<file path="src/source/mem_defs.svh">
`ifndef MEM_DEFS_SVH
`define MEM_DEFS_SVH

// ########################################
// Data memory geometry
// ########################################

// Low address bits that index the data memory as bytes.
// Ten bits give a 1 KiB memory.
`define DM_ADDR_WIDTH 10

// Number of 32-bit words held by the data memory.
`define DM_SIZE ((1 << `DM_ADDR_WIDTH) / 4)

`endif

</file>
<file path="src/source/mem_pkg.sv">
package mem_pkg;

	// ########################################
	// Access modes
	// ########################################

	// One encoding serves loads and stores.
	// Stores only make sense for w, h and b.
	typedef enum logic [2:0] {
		mode_none = 3'd0, // No access this cycle.
		mode_w    = 3'd1,
		mode_h    = 3'd2, // Signed halfword.
		mode_hu   = 3'd3,
		mode_b    = 3'd4, // Signed byte.
		mode_bu   = 3'd5
	} mem_mode_t;

endpackage

</file>
<file path="src/source/load_align.sv">
`timescale 1ns/10ps

module load_align import mem_pkg::*; (
	input  logic [31:0] rdata,
	input  mem_mode_t   mode,
	input  logic [1:0]  offset,
	input  logic        invalid,
	output logic [31:0] read_result
);

	logic [15:0] half_sel;
	logic [7:0]  byte_sel;

	// ########################################
	// Lane selection
	// ########################################

	assign half_sel = offset[1] ? rdata[31:16] : rdata[15:0]; // Offset bit 0 is checked upstream.

	always_comb begin
		case (offset)
			2'b00: begin
				byte_sel = rdata[7:0];
			end
			2'b01: begin
				byte_sel = rdata[15:8];
			end
			2'b10: begin
				byte_sel = rdata[23:16];
			end
			default: begin
				byte_sel = rdata[31:24];
			end
		endcase
	end

	// ########################################
	// Extension
	// ########################################

	always_comb begin
		if (invalid) begin
			read_result = 32'h0000_0000; // A misaligned load returns nothing.
		end else begin
			case (mode)
				mode_w: begin
					read_result = rdata;
				end
				mode_h: begin
					read_result = {{16{half_sel[15]}}, half_sel};
				end
				mode_hu: begin
					read_result = {16'h0000, half_sel};
				end
				mode_b: begin
					read_result = {{24{byte_sel[7]}}, byte_sel};
				end
				mode_bu: begin
					read_result = {24'h00_0000, byte_sel};
				end
				default: begin
					read_result = 32'h0000_0000;
				end
			endcase
		end
	end

endmodule

</file>
<file path="config.mk">
export PLATFORM = sky130hd
export DESIGN_NAME = load_align
export DESIGN_NICKNAME = d
export VERILOG_FILES = /design/src/source/mem_defs.svh /design/src/source/mem_pkg.sv /design/src/source/load_align.sv
export SDC_FILE = /design/constraint.sdc
export NUM_CORES = 1
export LEC_CHECK = 0
export BUFFER_PORTS_ARGS = -buffer_cell sky130_fd_sc_hd__buf_2
export CELL_PAD_IN_SITES_DETAIL_PLACEMENT = 1
export CELL_PAD_IN_SITES_GLOBAL_PLACEMENT = 2
export CORE_MARGIN = 2
export CORE_UTILIZATION = 18
export DETAILED_ROUTE_END_ITERATION = 8
export GPL_TIMING_DRIVEN = 0
export MAX_ROUTING_LAYER = met4
export PLACE_DENSITY_LB_ADDON = 0.3
export SLEW_MARGIN = 20
export SYNTH_ARGS = -nofsm -noshare
export SYNTH_HDL_FRONTEND = slang
export SYNTH_SLANG_ARGS = --single-unit
export TNS_END_PERCENT = 5
</file>
<file path="constraint.sdc">
create_clock -name vclk -period 1.9
set_input_delay 0.285 -clock vclk [all_inputs]
set_output_delay 0.285 -clock vclk [all_outputs]
set_load 0.02 [all_outputs]
</file>
==> impl_metrics.json <==
{
  "cp-end-kind": "primary output",
  "start_util_pct": 18.7,
  "worst_pin_slew_ns": 0.397,
  "status": "finished, violations left",
  "drive_gt1_share_pct": 64.9,
  "drv_slew": 0,
  "grt_pass1_vias": 1103,
  "dr.pass1.iters": 5,
  "die_w_um": 68.7,
  "fmax_mhz": 516,
  "critPathMaxStageDelay_ns": 0.51,
  "synth.cell_area_um2": 754,
  "antenna_found_initial": 0,
  "io_buffer_count": 68,
  "vias": 1180,
  "detailed_place_hpwl_um": 3050,
  "holdWs_ns": 0.924,
  "power_density_nw_per_um2": 254,
  "route.detailed.drc": 0,
  "p_leak_nw": 0.645,
  "hp-start": "rdata[19]",
  "syn_inst": 109,
  "grtUsageTotal_pct": 15.7,
  "finalPower_mw": 0.373,
  "critPathKind": "input pin to primary output",
  "timing.final.crit_share_pct": 102,
  "violations": "negative setup slack",
  "via_per_inst": 5.02,
  "dpl_worst_slack_ns": -0.441,
  "core_um2": 4030,
  "path_max_fanout": 5,
  "finalSetupViolCount": 12,
  "crit_top_cell": "buf_6",
  "maxSlewHeadroom_pct": 73.2,
  "design.seq.count": 0,
  "hold_path_class": "input pin to primary output",
  "grt_pass1_wl_um": 5460,
  "path_cells": "buf_8, or4_4, o32a_1, buf_6, buf_16, a21oi_4, buf_6",
  "cap_violations": 0,
  "nNetsFinal": 225,
  "min_to": "read_result[19]",
  "finish.utilization_pct": 36.5,
  "yosys_warnings": 0,
  "clkbuf_count": 0,
  "seq_area_frac_synth_pct": 0,
  "crit_arrival_ns": 1.65,
  "syn_avg_cell_area_um2": 6.92,
  "rsz0062_at_grt": "yes",
  "dieArea_um2": 4730,
  "routed_wl_um": 3920,
  "routabilityCongestion": 0.748,
  "register_area_um2": 0,
  "wire_per_inst_um": 16.7,
  "std_cell_rows": 23,
  "cp_slowest_cell": "or4_4",
  "period_needed_ns": 1.94,
  "synth_cell_types": 30,
  "cp.required_ns": 1.62,
  "ios": 70,
  "worst_slack_ns": -0.0367,
  "vdd_drop_max_uv": 70.9,
  "grt-ovfl-total": 0,
  "cp-start-kind": "input pin",
  "areaGrowthSynthToFinish_pct": 95.0,
  "n_antenna_cell": 0,
  "first_iter_violations": 68,
  "die_h_um": 68.7,
  "final-hold-violation-count": 0,
  "hold_buffers": 0,
  "grt_start_max_net_pins": 11,
  "ant_nets": 0,
  "syn-num-nets": 147,
  "worstHoldPathCells": 4
}
[synth_stat cells]
cell | number | area (um2)
buf_4 | 3 | 22.5
buf_6 | 1 | 11.3
buf_12 | 1 | 20.0
a221oi_1 | 7 | 61.3
nand3b_1 | 1 | 7.51
o32a_1 | 1 | 10.0
buf_1 | 1 | 3.75
a211o_1 | 2 | 17.5
mux2_2 | 8 | 90.1
inv_1 | 1 | 3.75
a222oi_1 | 7 | 70.1
buf_2 | 2 | 10.0
nor3_1 | 2 | 10.0
o21ai_0 | 1 | 5.00
nor2_1 | 15 | 56.3
or4_1 | 1 | 7.51
nor3b_2 | 1 | 12.5
a21oi_1 | 9 | 45.0
mux2i_1 | 3 | 30.0
nand3_1 | 2 | 10.0
nor2b_1 | 2 | 12.5
a21oi_2 | 9 | 78.8
a21oi_4 | 2 | 32.5
clkbuf_1 | 5 | 18.8
a31o_2 | 1 | 8.76
and3b_1 | 1 | 8.76
nor4b_1 | 1 | 8.76
a21o_1 | 1 | 7.51
nand2_1 | 17 | 63.8
nor4bb_1 | 1 | 10.0
[repair_timing]
| action | CTS | global route |
|---|---|---|
| pin swaps | 5 | 8 |
| setup buffers | 5 | 2 |
| gates cloned | 1 | 0 |
| resized for setup | 40 | 27 |
| setup endpoints to repair | 27 | 27 |
[cell type report]
type	count	area, um2
buffer	13	118
fill	513	2560
inverter	1	3.75
multi-input combinational	95	763
tap	50	62.6
timing repair buffer	76	524
[how the worst max path moves through the flow]
stage / start / to / cells past startpoint
after floorplan: mode[2] / read_result[22] / 8
after global placement: mode[1] / read_result[28] / 7
after detailed placement: mode[1] / read_result[28] / 7
after CTS: mode[1] / read_result[23] / 7
after global routing: mode[0] / read_result[26] / 7
final: mode[0] / read_result[26] / 7
[kinds of logic (layout without fill, tap and decap cells)]
family,after synthesis,in the layout,synth area share (%)
AND/OR/NAND/NOR,44,44,27.5
AO/OA/AOI/OAI,40,40,44.6
buffers and inverters,14,90,11.9
multiplexers,11,11,15.9
[layout by cell type (no fill, tap or decap), types with 2 or more instances in the layout]
cell type  synthesis  final
nor3_1             2      2
mux2i_1            3      3
a21oi_2            9     10
nand3_1            2      2
buf_4              3     14
clkbuf_1           5      2
buf_2              2     50
a21oi_1            9      2
nor2_1            15     15
buf_6              1     15
a21oi_4            2      8
buf_8              0      3
clkbuf_2           0      2
mux2_2             8      8
a222oi_1           7      7
a221oi_1           7      7
nand2_1           17     17
[critical path, delay by kind of cell]
family / cells / cell delay (ns)
buffers and inverters: 4 / 0.54
and+or+nand+nor: 1 / 0.51
AOI/OAI and AO/OA: 2 / 0.31
[per-layer routing]
| metal | vias to the layer above | wire, um | GRT usage (%) |
|---|---|---|---|
| met1 | 572 | 1680 | 21.7 |
| met3 | 0 | 186 | 0.162 |
| met2 | 37 | 2050 | 27.3 |
| li1 | 571 | - | - |
| met5 | - | 0 | - |
| met4 | 0 | 0 | 0.245 |
[per-stage QoR]
stage | cell area [um2] | TNS [ns] | instances
after global placement | 1160 | -5.59 | 227
after floorplan | 754 | 0 | 109
after detailed placement | 1160 | -6.72 | 227
after global routing | 1470 | -0.839 | 235
after CTS | 1340 | -0.346 | 233
final | 1470 | -0.181 | 235
[power breakdown]
group,internal [mW],total [mW],switching [mW],leakage [nW]
clock network,0,0,0,0
registers,0,0,0,0
logic,0.169,0.373,0.204,0.645
total,0.169,0.373,0.204,0.645
No activity file was read; power rests on OpenSTA's default activity.
