--- src/source/mem_defs.svh ---
`ifndef MEM_DEFS_SVH
`define MEM_DEFS_SVH

// ########################################
// Data memory geometry
// ########################################

// Low address bits that index the data memory as bytes.
// Ten bits give a 1 KiB memory.
`define DM_ADDR_WIDTH 10

// Number of 32-bit words held by the data memory.
`define DM_SIZE ((1 << `DM_ADDR_WIDTH) / 4)

`endif

--- src/source/mem_pkg.sv ---
package mem_pkg;

	// ########################################
	// Access modes
	// ########################################

	// One encoding serves loads and stores.
	// Stores only make sense for w, h and b.
	typedef enum logic [2:0] {
		mode_none = 3'd0, // No access this cycle.
		mode_w    = 3'd1,
		mode_h    = 3'd2, // Signed halfword.
		mode_hu   = 3'd3,
		mode_b    = 3'd4, // Signed byte.
		mode_bu   = 3'd5
	} mem_mode_t;

endpackage

--- src/source/mem_access_check.sv ---
`timescale 1ns/10ps

`include "mem_defs.svh"

module mem_access_check import mem_pkg::*; (
	input  logic [31:0]               read_addr,
	input  logic [31:0]               write_addr,
	input  logic [31:0]               write_data,
	input  logic                      write_enable,
	input  mem_mode_t                 mode,
	input  logic                      rst_n,
	output logic                      invalid,
	output logic [1:0]                offset,
	output logic [3:0]                byte_en,
	output logic [31:0]               lane_data,
	output logic [`DM_ADDR_WIDTH-3:0] word_index,
	output logic [`DM_ADDR_WIDTH-3:0] read_index
);

	logic [31:0] op_addr;
	logic [3:0]  lane_mask;
	logic        store_ok;

	// ########################################
	// Address selection and alignment
	// ########################################

	// A store owns the address whenever it is present.
	assign op_addr = write_enable ? write_addr : read_addr;

	always_comb begin
		case (mode)
			mode_w: begin
				invalid = (op_addr[1:0] != 2'b00);
			end
			mode_h, mode_hu: begin
				invalid = op_addr[0];
			end
			default: begin
				invalid = 1'b0; // Bytes and idle cycles are always aligned.
			end
		endcase
	end

	assign read_index = read_addr[`DM_ADDR_WIDTH-1:2];
	assign word_index = write_addr[`DM_ADDR_WIDTH-1:2];
	assign offset     = read_addr[1:0];

	// ########################################
	// Store lanes
	// ########################################

	always_comb begin
		case (mode)
			mode_w: begin
				lane_mask = 4'b1111;
			end
			mode_h: begin
				lane_mask = op_addr[1] ? 4'b1100 : 4'b0011;
			end
			mode_b: begin
				lane_mask = 4'b0001 << op_addr[1:0];
			end
			default: begin
				lane_mask = 4'b0000; // Unsigned modes are loads only.
			end
		endcase
	end

	// The RAM takes the data in place, so the source is copied into every lane.
	always_comb begin
		case (mode)
			mode_h: begin
				lane_data = {2{write_data[15:0]}};
			end
			mode_b: begin
				lane_data = {4{write_data[7:0]}};
			end
			default: begin
				lane_data = write_data;
			end
		endcase
	end

	assign store_ok = write_enable && !invalid && rst_n;
	assign byte_en  = store_ok ? lane_mask : 4'b0000; // No lane moves while in reset.

endmodule

--- config.mk ---
export PLATFORM = sky130hd
export DESIGN_NAME = mem_access_check
export DESIGN_NICKNAME = d
export VERILOG_FILES = /design/src/source/mem_pkg.sv /design/src/source/mem_access_check.sv
export VERILOG_INCLUDE_DIRS = /design/src /design/src/source
export SDC_FILE = /design/constraint.sdc
export NUM_CORES = 1
export LEC_CHECK = 0
export ABC_AREA = 1
export BUFFER_PORTS_ARGS = -buffer_cell sky130_fd_sc_hd__clkbuf_2
export CAP_MARGIN = 25
export CELL_PAD_IN_SITES_DETAIL_PLACEMENT = 0
export CELL_PAD_IN_SITES_GLOBAL_PLACEMENT = 1
export CORE_MARGIN = 3
export CORE_UTILIZATION = 13
export DETAILED_ROUTE_END_ITERATION = 10
export PLACE_DENSITY = 0.9
export SLEW_MARGIN = 10
export SYNTH_ARGS = -nofsm -noshare
export SYNTH_HDL_FRONTEND = slang
export SYNTH_SLANG_ARGS = --single-unit
export TNS_END_PERCENT = 50
--- constraint.sdc ---
create_clock -name vclk -period 1.7
set_input_delay 0.085 -clock vclk [all_inputs]
set_output_delay 0.085 -clock vclk [all_outputs]
set_load 0.01 [all_outputs]
==> run metrics, run 1 <==
leakage=0.7655 nW; sum of negative setup slack=0 ns; dpl hpwl=2284 um; Syn Nets=270; Synth warnings=0; Crit path required time=1.62 ns; Worst Path Max Fanout=7; final worst-path cycle share=76.79%; die width=83.13 um; Mean Syn Cell Area=4.575 sq um; Max IR drop VDD=0.00006345 V; Rows=27; DRT iter0 DRCs=22; slew margin rel.=73.17%; most frequent cells in the layout=nand2_1, clkbuf_2, inv_1; RSZ-0062 raised after global routing=no; footprint of the multi-input gates=480.5 sq um; starting density of the core=13.71%; Netlist Area Pre-Place=773.2 sq um; Worst Setup End Kind=primary output; DRC=0; drt total wl=2669 um; first drt pass iteration count=4; Syn-to-layout area delta=38.03%; layout cell share with drive strength beyond 1=39.46%; type of origin of the critical path=input pin; Slew @ Worst Pin=0.4021 ns; Vias=1,053; Core Region=0.005642 sq mm; Power per Cell Area=266.3 mW/mm^2; FMAX=766.1 MHz; Final Hold Vio Count=0; Slew Viols, Final=0; WS Path Type=input pin to primary output; port bufs=80; Setup-failing EPs final=0; initial antenna violation count=0; gr usage total=7.276%; n_diodes=0; I/O pin count=156; Arrival @ worst endpoint=1.22 ns; post_cts resized=0; largest net degree at the start of global routing=18; # Max-Cap Violations=0; Tot Pwr=0.2842 mW; HP Class=input pin to primary output; number of global-route vias before repair=949; first-pass GRT wire length=4347 um; grt ovf=0; commonest non-fill, non-tap cell in the layout=nand2_1; final core occ=18.92%; Register Area=0 sq um; die area=0.006910 sq mm; postcts setup bufs=0; outcome=finished clean; DR WL/cell=9.047 um; Unique masters post-synth=15; fillcell total=682; Hold Buf Count CTS=0; Syn Inst Count=169; post-synthesis sequential area ratio=0%; clkbuf count=0; die height=83.13 um; FFs & Latches=0; vias per inst=3.569; fin crit period=1.305 ns; Post-DRT Antenna Nets=0; Final nets=326; gpl congestion=0.7877
[kinds of logic (layout without fill, tap and decap cells)]
family	Yosys count	in the layout	share of synthesized area (%)
AO/OA/AOI/OAI	3	3	3.399
AND/OR/NAND/NOR	117	117	58.74
buffers and inverters	49	103	37.86
[layout make-up]
| type | count | share of cell area, % |
|---|---|---|
| inverters | 21 | 7.620 |
| well taps | 72 | 8.441 |
| repair buffers | 82 | 38.92 |
| multi-input cells | 120 | 45.02 |
[report_power, final]
part | switching [mW] | internal (mW) | leakage, nW | total, mW
sequential | 0 | 0 | 0 | 0
clock | 0 | 0 | 0 | 0
combinational | 0.165 | 0.119 | 0.765 | 0.284
total | 0.165 | 0.119 | 0.765 | 0.284
[path summary, 6_finish.rpt]
kind / startpoint / slack [ns] / to / cells past startpoint
max: mode[2] / 0.39 / lane_data[11] / 10
min: read_addr[7] / 0.17 / read_index[5] / 0
[worst max-delay path, cell delays in order]
cell      delay (ns)
clkbuf_2        0.10
inv_1           0.08
nand2_2         0.08
nor2_2          0.33
buf_4           0.21
nand2_1         0.05
nand2_1         0.06
inv_1           0.05
nand2_1         0.05
clkbuf_2        0.12
[cells in the mapped netlist (all sizes together)]
cell	count	area share, %
nand2	100	49
buf	28	27
inv	21	11
nor2	13	6.6
nand3	3	2.6
o21ai	3	3.4
nor3	1	0.65
[stage by stage]
stage	setup slack, ns	cell area, sq um	std cells	hold slack, ns
4_1_cts	0.3298	1067	295	0.1701
6_report	0.3946	1067	295	0.1700
3_5_place_dp	0.3358	1067	295	0.1701
2_1_floorplan	0.7968	773.2	169	0.2618
3_3_place_gp	0.3565	1067	295	0.1701
5_1_grt	0.1845	1067	295	0.1700
[layer usage]
layer / global-route usage (%) / routed length (um) / vias up
met1: 8.914 / 1191 / 426
met2: 13.85 / 1210 / 48
met3: 1.389 / 267 / 0
li1: - / - / 579
met4: 0 / 0 / 0
met5: 0 / 0 / -
(Power assumes the default switching activity.)
==> run 2, diff against run 1 <==
--- a/config.mk
+++ b/config.mk
@@ -6,15 +6,15 @@
 export SDC_FILE = /design/constraint.sdc
 export NUM_CORES = 1
 export LEC_CHECK = 0
-export ABC_AREA = 1
+export ABC_AREA = 0
 export BUFFER_PORTS_ARGS = -buffer_cell sky130_fd_sc_hd__clkbuf_2
 export CAP_MARGIN = 25
 export CELL_PAD_IN_SITES_DETAIL_PLACEMENT = 0
 export CELL_PAD_IN_SITES_GLOBAL_PLACEMENT = 1
 export CORE_MARGIN = 3
-export CORE_UTILIZATION = 13
+export CORE_UTILIZATION = 14
 export DETAILED_ROUTE_END_ITERATION = 10
-export PLACE_DENSITY = 0.9
+export PLACE_DENSITY = 0.87
 export SLEW_MARGIN = 10
 export SYNTH_ARGS = -nofsm -noshare
 export SYNTH_HDL_FRONTEND = slang
==> constraint.sdc (replaced) <==
create_clock -name vclk -period 1.3
set_input_delay 0.065 -clock vclk [all_inputs]
set_output_delay 0.065 -clock vclk [all_outputs]
set_load 0.01 [all_outputs]
==> run 2 against run 1 <==
Cell area up 2.1%. Count of clock-buffer cells in the layout unchanged. Synthesized cell count down 46%. Critical endpoint is now lane_data[18]. Routed wire length down 3.0%. Global-route usage up 0.20 points.
==> run metrics, run 2 <==
Final nets=251 (was 326); Placed Cells=218 (was 295); # Max-Cap Violations=0 (unchanged); synth top area cells=buf_4, mux2_2, o2bb2ai_1 (was nand2_1, buf_4, inv_1); Commonest cells post-synth=buf_4, mux2_2, a22oi_1, o2bb2ai_1 (was nand2_1, buf_4, inv_1, nor2_1); Buf+Inv Stages, Crit Path=3 (was 5); DR WL/cell=11.87 um (was 9.047 um); gr usage total=7.478% (was 7.276%); Worst Path Max Fanout=9 (was 7); vias per inst=4.128 (was 3.569); Synth warnings=0 (unchanged); Clock power frac=0% (about the same); Worst path slowest cell=mux2_2 (was nor2_2); n_diodes=0 (unchanged); layout cell share with drive strength beyond 1=72.97% (was 39.46%); Slew Viols, Final=0 (unchanged); Worst Setup End Kind=primary output (unchanged); first-pass GRT wire length=3850 um (was 4347 um); Final Hold Vio Count=0 (unchanged); largest net degree at the start of global routing=10 (was 18); most frequent cells in the layout=clkbuf_2, mux2_2, a22oi_1, o2bb2ai_1, buf_4 (was nand2_1, clkbuf_2, inv_1); HP Class=input pin to primary output (unchanged); grt ovf=0 (unchanged); Rows=26 (was 27); postcts setup bufs=0 (unchanged); I/O pin count=156 (unchanged); outcome=finished clean (unchanged); die area=0.006354 sq mm (was 0.006910 sq mm); WS Path Type=input pin to primary output (unchanged); Reg power frac=0% (about the same); top-count cell post-synth=buf_4 (was nand2_1); gpl congestion=0.7530 (was 0.7877); Max IR drop VDD=0.0001095 V (was 0.00006345 V); RSZ-0062 raised after global routing=yes (was no); Hold Buf Count CTS=0 (unchanged); Sw Share=48.78% (was 58.09%); FMAX=791.5 MHz; drt total wl=2588 um (was 2669 um); Synth top area share=26.64% (was 48.06%); post-synthesis sequential area ratio=0% (unchanged); Syn-to-layout area delta=43.26% (was 38.03%); Net Switching=0.1899 mW (was 0.1651 mW); leakage=0.5418 nW (was 0.7655 nW); Placement Cell Area=0.001089 sq mm (was 0.001067 sq mm); Slew @ Worst Pin=0.3235 ns (was 0.4021 ns); Design Area, Final=0.001090 sq mm (was 0.001067 sq mm); initial antenna violation count=0 (unchanged); CP cell instances=clkbuf_2 > and2b_1 > o21bai_4 > buf_12 > mux2_2 > clkbuf_2 (was clkbuf_2 > inv_1 > nand2_2 > nor2_2 > buf_4 > nand2_1 > nand2_1 > inv_1 > nand2_1 > clkbuf_2); Final WS setup=0.03663 ns (was 0.3946 ns); Netlist Area Pre-Place=760.7 sq um (was 773.2 sq um); Syn Inst Count=92 (was 169); final worst-path cycle share=97.18%; non-filler cells, final=218 (was 295); die height=79.72 um (was 83.13 um); Vias=900 (was 1,053); fillcell total=588 (was 682); type of origin of the critical path=input pin (unchanged); Post-DRT Antenna Nets=0 (unchanged); number of global-route vias before repair=815 (was 949); starting density of the core=14.71% (was 13.71%); Setup-failing EPs final=0 (unchanged); slew margin rel.=78.38% (was 73.17%); commonest non-fill, non-tap cell in the layout=clkbuf_2 (was nand2_1); Worst path depth=6 (was 10); Hold Crit Depth=0 (unchanged); Crit path required time=1.24 ns (was 1.62 ns); Int Power=0.1994 mW (was 0.1191 mW); Register Area=0 sq um (unchanged); Power per Cell Area=357.2 mW/mm^2 (was 266.3 mW/mm^2); Core Region=0.005172 sq mm (was 0.005642 sq mm); area leader, netlist=buf_4 (was nand2_1); family with the most delay on the worst path=buffers and inverters (was simple AND/OR/NAND/NOR gates); worst stage delay on the critical path=0.33 ns (about the same); die width=79.72 um (was 83.13 um); dpl hpwl=2243 um (was 2284 um); DRC=0 (unchanged); clkbuf count=0 (unchanged); first drt pass iteration count=4 (unchanged); pre-CTS setup slack=0.03291 ns (was 0.3358 ns); Arrival @ worst endpoint=1.20 ns (was 1.22 ns); Unique masters post-synth=23 (was 15); FFs & Latches=0 (unchanged); DRT iter0 DRCs=31 (was 22); fin crit period=1.263 ns; Mean Syn Cell Area=8.269 sq um (was 4.575 sq um); port bufs=80 (unchanged); Syn Nets=193 (was 270); cell mode on critical path=clkbuf_2 (was nand2_1); Comb power frac=100.0% (about the same)
run 2: cell types whose count changed after synthesis, sizes merged, moves of 2 or more:
cell / previous run / this run
a21oi: 0 / 3
a211oi: 0 / 4
buf: 28 / 31
nor3b: 0 / 4
a22oi: 0 / 8
o2bb2ai: 0 / 8
nand2: 100 / 1
mux2i: 0 / 2
nor2: 13 / 0
inv: 21 / 1
o21bai: 0 / 2
mux2: 0 / 18
o21ai: 3 / 0
run 2: worst paths after layout:
| kind | from | endpoint | slack [ns] |
|---|---|---|---|
| worst max-delay path | mode[1] | lane_data[18] | 0.04 |
| worst min-delay path | read_addr[3] | read_index[1] | 0.13 |
run 2: logic make-up after synthesis:
logic type | after synthesis | share of synthesized area, %
compound gates | 26 | 27.63
buf+inv | 33 | 31.08
mux | 20 | 30.26
simple gates | 13 | 11.02
run 2: layout make-up:
class | count | area, sq um | share of cell area (%)
multi-input cells | 59 | 525.5 | 48.22
repair buffers | 88 | 473.0 | 43.40
well taps | 70 | 87.58 | 8.037
inverters | 1 | 3.754 | 0.3444
run 2: metrics by stage:
stage	hold slack, ns	util [%]	power [mW]	setup TNS (ns)
final	0.1300	21.07	0.3893	0
after global routing	0.1300	21.07	0.4251	-0.02853
after CTS	0.1301	21.04	0.3960	0
after detailed placement	0.1301	21.04	0.3946	0
after global placement	0.1301	21.04	0.3897	0
after floorplan	0.2218	-	0.2692	0
run 2: power groups by stage:
stage	logic, mW	clock network (mW)	registers (mW)
6_report	0.389	0	0
5_1_grt	0.425	0	0
4_1_cts	0.396	0	0
3_5_place_dp	0.395	0	0
3_3_place_gp	0.390	0	0
2_1_floorplan	0.269	0	0
run 2: timing repair:
item,CTS,global route
resized for setup,0,1
setup endpoints to repair,0,5
hold endpoints to repair,0,0
run 2: routing by layer:
| metal | up-vias | routed length (um) | GRT usage [%] |
|---|---|---|---|
| li1 | 440 | - | - |
| met1 | 404 | 1014 | 9.530 |
| met2 | 56 | 1327 | 13.86 |
| met3 | 0 | 246 | 1.016 |
| met4 | 0 | 0 | 0.3436 |
| met5 | - | 0 | 0 |
